[src/common/riscv_mext_pkg.sv]
package riscv_mext_pkg;

	localparam int XLEN = 64;
	localparam int WLEN = 32;   // width of the *W forms

	localparam int OP_DIV_BIT = 2;   // op bit that routes to the divider
	localparam int OP_UNS_BIT = 0;   // op bit set for unsigned variants

	localparam logic [XLEN-1:0] XLEN_MIN = {1'b1, {(XLEN-1){1'b0}}};   // most negative value

	// encoding matches funct3 of the OP/OP-32 major opcodes
	typedef enum logic [2:0] {
		MEXT_MUL    = 3'b000,
		MEXT_MULH   = 3'b001,
		MEXT_MULHSU = 3'b010,
		MEXT_MULHU  = 3'b011,
		MEXT_DIV    = 3'b100,
		MEXT_DIVU   = 3'b101,
		MEXT_REM    = 3'b110,
		MEXT_REMU   = 3'b111
	} mext_op_e;

	// decoded request, operands already extended for word ops
	typedef struct packed {
		logic            valid;
		mext_op_e        op;
		logic            word;      // result gets sign-extended from bit 31
		logic            illegal;   // word form of a high-half multiply
		logic [XLEN-1:0] rs1;
		logic [XLEN-1:0] rs2;
	} mext_req_t;

	// registered response
	typedef struct packed {
		logic            valid;
		logic            illegal;
		logic [XLEN-1:0] result;
	} mext_resp_t;

endpackage
[src/design/riscv_mext_decode.sv]
`timescale 1ns/1ps

module riscv_mext_decode (
	input  logic                         i_riscv_mext_valid,
	input  logic [2:0]                   i_riscv_mext_funct3,
	input  logic                         i_riscv_mext_word,
	input  logic [riscv_mext_pkg::XLEN-1:0] i_riscv_mext_rs1data,
	input  logic [riscv_mext_pkg::XLEN-1:0] i_riscv_mext_rs2data,
	output riscv_mext_pkg::mext_req_t    o_riscv_mext_req
);

	import riscv_mext_pkg::*;

	mext_op_e op;
	logic     word_high_mul;   // MULHW and friends do not exist
	logic     word_zext;       // DIVUW/REMUW take zero-extended operands

	always_comb begin
		op            = mext_op_e'(i_riscv_mext_funct3);
		word_high_mul = i_riscv_mext_word && (op inside {MEXT_MULH, MEXT_MULHSU, MEXT_MULHU});
		word_zext     = op inside {MEXT_DIVU, MEXT_REMU};

		o_riscv_mext_req.valid   = i_riscv_mext_valid;
		o_riscv_mext_req.op      = op;
		o_riscv_mext_req.word    = i_riscv_mext_word;
		o_riscv_mext_req.illegal = word_high_mul;

		if (!i_riscv_mext_word) begin
			o_riscv_mext_req.rs1 = i_riscv_mext_rs1data;
			o_riscv_mext_req.rs2 = i_riscv_mext_rs2data;
		end else if (word_zext) begin
			o_riscv_mext_req.rs1 = {{(XLEN-WLEN){1'b0}}, i_riscv_mext_rs1data[WLEN-1:0]};
			o_riscv_mext_req.rs2 = {{(XLEN-WLEN){1'b0}}, i_riscv_mext_rs2data[WLEN-1:0]};
		end else begin
			// signed word ops run as 64-bit ops on sign-extended halves
			o_riscv_mext_req.rs1 = {{(XLEN-WLEN){i_riscv_mext_rs1data[WLEN-1]}},
				i_riscv_mext_rs1data[WLEN-1:0]};
			o_riscv_mext_req.rs2 = {{(XLEN-WLEN){i_riscv_mext_rs2data[WLEN-1]}},
				i_riscv_mext_rs2data[WLEN-1:0]};
		end
	end

	// a valid request must carry a known opcode into the datapath
	always_comb begin
		if (o_riscv_mext_req.valid === 1'b1) begin
			a_op_known: assert final (!$isunknown(o_riscv_mext_req.op))
				else $error("decode: valid request with unknown opcode");
		end
	end

endmodule

[config.mk]
export PLATFORM = sky130hd
export DESIGN_NAME = riscv_mext_decode
export DESIGN_NICKNAME = d
export VERILOG_FILES = /design/src/common/riscv_mext_pkg.sv /design/src/design/riscv_mext_decode.sv
export SDC_FILE = /design/constraint.sdc
export NUM_CORES = 1
export LEC_CHECK = 0
export ABC_CLOCK_PERIOD_IN_PS = 1900
export BUFFER_PORTS_ARGS = -buffer_cell sky130_fd_sc_hd__buf_2
export CORE_AREA = 2 2 102 104
export DETAILED_ROUTE_END_ITERATION = 8
export DIE_AREA = 0 0 104 106
export GPL_ROUTABILITY_DRIVEN = 0
export PLACE_DENSITY = 0.62
export SLEW_MARGIN = 25
export SYNTH_ARGS = -nofsm -noshare
export SYNTH_HDL_FRONTEND = slang
export SYNTH_SLANG_ARGS = --single-unit
[constraint.sdc]
create_clock -name vclk -period 1.9
set_input_delay 0.19 -clock vclk [all_inputs]
set_output_delay 0.19 -clock vclk [all_outputs]
set_load 0.1 [all_outputs]
==> impl_metrics.env <==
export IMPL_firstDrtPassIters=4
export IMPL_synth_compound_area_share_pct=45.84
export IMPL_synth_top_family_by_area="buffers and inverters"
export IMPL_syn2layout_area_growth_pct=75.04
export IMPL_synth_cell_area_mm2=0.001714
export IMPL_io_buffers=141
export IMPL_hpwl_mm=4.293
export IMPL_seq_cells=0
export IMPL_met2_usage_pct=17.48
export IMPL_die_width_um=104
export IMPL_die_area_mm2=0.01102
export IMPL_cp_max_fo=40
export IMPL_hold_buffers=0
export IMPL_fin_crit_sh_pct=86.52
export IMPL_cts_resized=0
export IMPL_ant_nets=0
export IMPL_finalSetupViolations=0
export IMPL_tightest_slew_ns=0.4874
export IMPL_path_class="input pin to primary output"
export IMPL_min_path_type="input pin to primary output"
export IMPL_synthCells=223
export IMPL_antenna_cells=0
export IMPL_wl_per_cell_um=12.52
export IMPL_power_mw=1.783
export IMPL_cts_setup_buffers=0
export IMPL_yosysSeqAreaShare_pct=0
export IMPL_drtIter0Drc=64
export IMPL_leakage_nw=1.519
export IMPL_vias_per_cell=3.959
export IMPL_drc=0
export IMPL_fmax_mhz=608.3
export IMPL_synth_top_area_share_pct=43.80
export IMPL_busiest_layer="met2"
export IMPL_num_rows=37
export IMPL_max_slew_margin_pct=67.73
export IMPL_antenna_found_initial=0
export IMPL_via_count=1639
export IMPL_grt_pass1_wl_mm=7.900
export IMPL_use_met3_pct=2.269
export IMPL_core_area_mm2=0.01000
export IMPL_slew_viol_final=0
export IMPL_clock_buffers=0
export IMPL_ys_warn_count=0
export IMPL_final_hold_viol_count=0
export IMPL_yosys_area_share_simple_pct=0.6569
export IMPL_hold_end="o_riscv_mext_req[65]"
export IMPL_nNetsFinal=413
export IMPL_synthTopCellsByArea="o22ai_2 (44%), buf_4 (31%), inv_1 (14%)"
export IMPL_hold_path_startpoint="i_riscv_mext_rs1data[1]"
export IMPL_outcome="complete, no violations"
export IMPL_whs_path_depth=0
export IMPL_cap_violations=0
export IMPL_overflow=0
export IMPL_min_period_ns=1.644
export IMPL_ir_worst_vdd_mv=0.3465
export IMPL_cp_required_ns=1.71
export IMPL_yosys_area_top_type="o22ai_2"
export IMPL_grt_start_max_net_pins=67
export IMPL_start_util_pct=17.14
export IMPL_grt_pass1_vias=1673
export IMPL_ios=267
export IMPL_worstSetupEndpointType="primary output"
export IMPL_routed_wl_mm=5.185
export IMPL_synth_nets=356
export IMPL_grtUsageMet1_pct=7.806
export IMPL_critPathLaunchType="input pin"
export IMPL_grt_use_total_pct=8.367
export IMPL_rsz0062_at_grt="no"
export IMPL_synthDistinctLibCells=9
export IMPL_synth_fa_ha_area_share_pct=0
export IMPL_postSynthAreaPerCell_um2=7.687
export IMPL_synth_xor_area_share_pct=0
export IMPL_drive_gt1_share_pct=74.10
export IMPL_holdWs_ns=0.3800
export IMPL_fp_dieH_um=106
export IMPL_powerDensity_mw_per_mm2=594.2
export IMPL_seqCellArea_um2=0
export IMPL_muxShareOfSynthArea_pct=0
export IMPL_cp_arrival_ns=1.45
## worst max-delay path: stages
cell	delay (ns)
buf_4	0.12
a21bo_4	0.44
buf_12	0.31
o22ai_2	0.15
buf_12	0.19
## power breakdown
group | leakage [nW] | total (mW) | internal (mW) | switching [mW]
sequential | 0 | 0 | 0 | 0
clock | 0 | 0 | 0 | 0
combinational | 1.52 | 1.78 | 0.607 | 1.18
## area by class of cell
class / instances / area (um^2)
tap: 136 / 170.2
inverter: 66 / 247.7
timing repair buffer: 145 / 1779
fill: 1055 / 6999
multi-input combinational: 67 / 803.3
## cell usage in the layout (no fill, tap or decap)
master	n
buf_2	74
buf_4	1
inv_1	66
o22ai_1	4
a21bo_4	1
buf_12	70
nor2_1	1
o22ai_2	60
nor3b_1	1
## Yosys cell counts
cell type / count
buf_4: 70
inv_1: 66
o22ai_2: 60
buf_2: 13
buf_6: 7
o22ai_1: 4
a21bo_1: 1
nor2_1: 1
nor3b_1: 1
## worst max-delay path by stage
stage / end / slack, ns / cells after the start / startpoint
finish: o_riscv_mext_req[57] / 0.26 / 5 / i_riscv_mext_word
global route: o_riscv_mext_req[109] / 0.17 / 5 / i_riscv_mext_word
CTS: o_riscv_mext_req[46] / 0.23 / 5 / i_riscv_mext_word
detailed placement: o_riscv_mext_req[46] / 0.23 / 5 / i_riscv_mext_word
global placement: o_riscv_mext_req[57] / 0.26 / 5 / i_riscv_mext_word
floorplan: o_riscv_mext_req[116] / -0.30 / 3 / i_riscv_mext_word
## routing by layer
metal,wire length (um),share of wire [%]
met5,0,0
met4,159,3.1
met3,561,11
met2,2963,57
met1,1501,29
## kinds of logic (layout without fill, tap and decap cells)
logic type,Yosys count,in the layout
and+or+nand+nor,2,2
buffers and inverters,156,211
AOI/OAI and AO/OA,65,65
## stage by stage
step | instances | setup slack, ns | util, % | instance area, um^2 | TNS, ns
2_1_floorplan | 223 | -0.2998 | - | 1714 | -1.199
4_1_cts | 414 | 0.2328 | 30.01 | 3000 | 0
6_report | 414 | 0.2561 | 30.01 | 3000 | 0
3_3_place_gp | 414 | 0.2587 | 30.01 | 3000 | 0
3_5_place_dp | 414 | 0.2349 | 30.01 | 3000 | 0
5_1_grt | 414 | 0.1712 | 30.01 | 3000 | 0
No activity file was read; power rests on OpenSTA's default activity.
