==> src/common/riscv_mext_pkg.sv <==
package riscv_mext_pkg;

	localparam int XLEN = 64;
	localparam int WLEN = 32;   // width of the *W forms

	localparam int OP_DIV_BIT = 2;   // op bit that routes to the divider
	localparam int OP_UNS_BIT = 0;   // op bit set for unsigned variants

	localparam logic [XLEN-1:0] XLEN_MIN = {1'b1, {(XLEN-1){1'b0}}};   // most negative value

	// encoding matches funct3 of the OP/OP-32 major opcodes
	typedef enum logic [2:0] {
		MEXT_MUL    = 3'b000,
		MEXT_MULH   = 3'b001,
		MEXT_MULHSU = 3'b010,
		MEXT_MULHU  = 3'b011,
		MEXT_DIV    = 3'b100,
		MEXT_DIVU   = 3'b101,
		MEXT_REM    = 3'b110,
		MEXT_REMU   = 3'b111
	} mext_op_e;

	// decoded request, operands already extended for word ops
	typedef struct packed {
		logic            valid;
		mext_op_e        op;
		logic            word;      // result gets sign-extended from bit 31
		logic            illegal;   // word form of a high-half multiply
		logic [XLEN-1:0] rs1;
		logic [XLEN-1:0] rs2;
	} mext_req_t;

	// registered response
	typedef struct packed {
		logic            valid;
		logic            illegal;
		logic [XLEN-1:0] result;
	} mext_resp_t;

endpackage
==> src/design/riscv_mext_result.sv <==
`timescale 1ns/1ps

module riscv_mext_result (
	input  logic                            i_riscv_clk,
	input  logic                            i_reset,
	input  riscv_mext_pkg::mext_req_t       i_riscv_mext_req,
	input  logic [riscv_mext_pkg::XLEN-1:0] i_riscv_mul_result,
	input  logic [riscv_mext_pkg::XLEN-1:0] i_riscv_div_result,
	output riscv_mext_pkg::mext_resp_t      o_riscv_mext_resp
);

	import riscv_mext_pkg::*;

	logic [XLEN-1:0] sel_result;
	logic [XLEN-1:0] next_result;

	always_comb begin
		if (i_riscv_mext_req.op[OP_DIV_BIT])
			sel_result = i_riscv_div_result;
		else
			sel_result = i_riscv_mul_result;

		if (i_riscv_mext_req.illegal)
			next_result = '0;
		else if (i_riscv_mext_req.word)
			// *W ops return the low word sign-extended
			next_result = {{(XLEN-WLEN){sel_result[WLEN-1]}}, sel_result[WLEN-1:0]};
		else
			next_result = sel_result;
	end

	always_ff @(posedge i_riscv_clk) begin
		if (i_reset) begin
			o_riscv_mext_resp.valid   <= 1'b0;
			o_riscv_mext_resp.illegal <= 1'b0;
			o_riscv_mext_resp.result  <= '0;
		end else begin
			o_riscv_mext_resp.valid <= i_riscv_mext_req.valid;
			if (i_riscv_mext_req.valid) begin   // hold last result when idle
				o_riscv_mext_resp.illegal <= i_riscv_mext_req.illegal;
				o_riscv_mext_resp.result  <= next_result;
			end
		end
	end

	// fixed one-cycle latency, no stalls
	a_one_cycle: assert property (@(posedge i_riscv_clk) disable iff (i_reset)
		!$past(i_reset) |-> (o_riscv_mext_resp.valid == $past(i_riscv_mext_req.valid)))
		else $error("result stage: response valid does not follow request valid");

endmodule

==> config.mk <==
export PLATFORM = sky130hd
export DESIGN_NAME = riscv_mext_result
export DESIGN_NICKNAME = d
export VERILOG_FILES = /design/src/common/riscv_mext_pkg.sv /design/src/design/riscv_mext_result.sv
export SDC_FILE = /design/constraint.sdc
export NUM_CORES = 1
export LEC_CHECK = 0
export BUFFER_PORTS_ARGS = -buffer_cell sky130_fd_sc_hd__buf_4
export CORE_AREA = 2 2 127 129
export CTS_CLUSTER_DIAMETER = 200
export DETAILED_ROUTE_END_ITERATION = 12
export DIE_AREA = 0 0 129 131
export GPL_ROUTABILITY_DRIVEN = 0
export PLACE_DENSITY = 0.61
export SYNTH_ARGS = -nofsm -noshare
export SYNTH_HDL_FRONTEND = slang
export SYNTH_SLANG_ARGS = --single-unit
==> constraint.sdc <==
create_clock -name i_riscv_clk -period 1.62 [get_ports i_riscv_clk]
set_clock_uncertainty 0.1 [all_clocks]
set_input_delay 0 -clock i_riscv_clk [delete_from_list [all_inputs] [get_ports i_riscv_clk]]
set_output_delay 0 -clock i_riscv_clk [all_outputs]
set_load 0.03 [all_outputs]
==> metrics.md <==
| Metric | Value |
|---|---|
| Hold_sp | `i_riscv_mul_result[27]` |
| Root buf cell | `clkbuf_16` |
| Setup tns final | `-0.006896 ns` |
| Top cells by area, synth | `dfxtp_1 (41%), mux2_2 (11%), mux2i_1 (10%)` |
| CP Launch Type | `primary input` |
| Area delta synth->final | `101.9%` |
| CTS tree | `built` |
| Largest register FFs | `66` |
| IO Pins | `330` |
| Register bit total from synthesis | `66` |
| Commonest non-fill, non-tap cell in the layout | `buf_4` |
| Failing checks | `negative hold slack, negative setup slack` |
| Inserted Clock Buffers | `9` |
| Maximum root-to-sink buffer count | `2` |
| Synthesized net count | `~590` |
| Slew HR | `0.4522` |
| Postcts setup bufs | `0` |
| Most used cell, CP | `dlygate4sd3_1` |
| Sw Pwr | `roughly 1.3 mW` |
| Slew Limit Fails | `0` |
| Clock latency at the later pin of the worst-skew pair | `between 0.3 and 0.4 ns` |
| Status | `complete, but fails checks` |
| GRT overflow | `0` |
| Least-Margin Pin Slew | `0.8180 ns` |
| Final setup violation count | `1` |
| Non-Filler Instances | `867` |
| Syn Inst Count | `325` |
| Reg power frac | `0.352` |
| Vias in the first global route | `between 3000 and 4000` |
| GRT Total Usage | `0.1477` |
| Post-synth top area share | `0.4123` |
| Netlist cell types | `19` |
| Clock sinks | `66` |
| Crit path capture type | `register` |
| Initial antenna violation count | `1` |
| Sw frac | `0.2536` |
| Die Height | `131 um` |
| Crit-path slowest cell | `dlygate4sd3_1` |
| CP Data Arrival Time | `1.73 ns` |
| Die width | `129 um` |
| Routed len/inst | `15.16 um` |
| Remaining DRCs | `0` |
| CP Class | `in -> reg` |
| Fin crit share | `1.004` |
| PortBufs | `199` |
| Cells after DPL | `721` |
| Initial DRC count | `67` |
| Syn Area/Cell | `9.859 sq um` |
| Syn. warnings | `0` |
| Logic pwr share | `0.250` |
| Hold/Removal Path Class | `in -> reg` |
| CP Buf/Inv Count | `3` |
| Post-Route WL | `13140 um` |
| First-pass GRT wire length | `19110 um` |
| Commonest cells after routing, fill and taps aside | `buf_4 (206), dlygate4sd3_1 (127), dfxtp_1 (66)` |
| VDD IR-drop max | `508.1 uV` |
| Delay-heaviest family, CP | `buffers and inverters` |
| Power Internal | `3.697 mW` |
| CP cell instances | `dlygate4sd3_1 -> buf_4 -> mux2_2 -> dlygate4sd3_1 -> a21oi_1 -> nor2_1` |
| Vias per cell | `4.160` |
| Hold Vio Cnt, Final | `2` |
| Crit. Startpoint | `i_riscv_mul_result[18]` |
| Share of layout cells above drive strength 1 | `0.4277` |
| Seq/Total Area, Yosys | `0.4123` |
| Post-layout min period | `1.627 ns` |
| Most flop-heavy register | `o_riscv_mext_resp` |
| Post-synth top area cell | `dfxtp_1` |
| Nets | `909` |
| Starting density of the core | `0.2054` |
| Detail Route Antenna Nets | `0` |
| Post-synthesis cell area | `3204 sq um` |
| Registers with the most flip-flops | `o_riscv_mext_resp (66)` |
| Core area | `~16000 sq um` |
| Leak | `2.990 nW` |
| Vias | `3607` |
| Fin Hold WS | `-0.04843 ns` |
| Site Rows | `46` |
| Fmax | `614.7 MHz` |
| Pin count of the biggest net entering global routing | `34` |
| First-pass DRT Iterations | `4` |
| Worst-path clk slew | `approximately 0.050 ns` |
| Clock H-tree levels | `3` |
| Critical path fanouts, max | `1` |
| Clk pwr share | `0.399` |
| HPWL Detailed | `8361 um` |
| Worst path max stage delay | `0.56 ns` |
| Power, Total | `4.953 mW` |
| Power Density | `765.6 nW/um^2` |
| Maxcap violations | `0` |
| RR Startpoint | `o_riscv_mext_resp[22]$_SDFFE_PP0P_` |
| Die area | `16900 sq um` |
| Crit path required time | `1.72 ns` |
| Min setup slack post-route | `-0.006896 ns` |
-- final cells by class --
class	instances	area [sq um]
Antenna cell	1	2.502
Clock buffer	14	264.0
Clock inverter	2	35.03
Fill cell	1466	9128
Multi-Input combinational cell	233	1727
Sequential cell	66	1321
Tap cell	216	270.3
Timing Repair Buffer	335	2850
-- metrics by stage --
| step | cell area, sq um | setup WS [ns] | utilization |
|---|---|---|---|
| after global placement | 4827 | 0.1502 | 0.3095 |
| after CTS | 6427 | 0.02485 | 0.4121 |
| after detailed placement | 4827 | 0.07754 | 0.3095 |
| after global routing | 6470 | -0.03775 | 0.4148 |
| after floorplan | 3204 | 0.6100 | - |
| final | 6470 | -0.006896 | 0.4148 |
-- what timing repair did --
action | 4_1_cts | 5_1_grt
endpoints found under the setup margin | 0 | 34
resized for setup | 0 | 11
hold endpoints to repair | 66 | 3
hold buffers | 130 | 3
-- tightest hold or removal path, stage by stage --
cell	delay, ns
buf_4	0.08
mux2_2	0.15
a21oi_2	0.05
nor2_1	0.06
-- layer usage --
metal / GRT usage / routed length [um] / share of wire / vias to the layer above
met1: 0.1626 / 5609 / 0.43 / 1664
li1: - / - / - / 1767
met2: 0.2624 / 6141 / 0.47 / 160
met5: 0 / 0 / 0 / -
met3: 0.05497 / 1206 / 0.092 / 16
met4: 0.05179 / 184 / 0.014 / 0
-- power groups by stage --
stage	sequential, mW	combinational, mW	clock (mW)
after floorplan	1.92	0.326	0
after global placement	1.77	0.897	0
after detailed placement	1.77	0.909	0
after CTS	1.74	1.21	2.05
after global routing	1.75	1.32	2.12
final	1.74	1.24	1.98
-- synthesized netlist by cell type, drive strengths merged --
cell type / instances
o211ai: 32
clkbuf: 9
mux2: 32
dfxtp: 66
a21oi: 32
nor2b: 28
nand2: 33
and2b: 6
buf: 18
nor2: 35
nand4b: 1
mux2i: 33
-- logic make-up after synthesis --
family	share of synthesized area
simple gates	0.1605
flops	0.4123
mux	0.2167
compound gates	0.1421
buf+inv	0.06833
-- worst paths after layout --
kind                                        endpoint  slack, ns  depth (start not counted)
setup / recovery  o_riscv_mext_resp[18]$_SDFFE_PP0P_     -0.007                          6
hold / removal    o_riscv_mext_resp[27]$_SDFFE_PP0P_      -0.05                          4
setup reg to reg  o_riscv_mext_resp[22]$_SDFFE_PP0P_       0.72                          3
hold reg to reg   o_riscv_mext_resp[61]$_SDFFE_PP0P_       0.38                          2
Note: power is estimated with default switching activity, not from simulation.
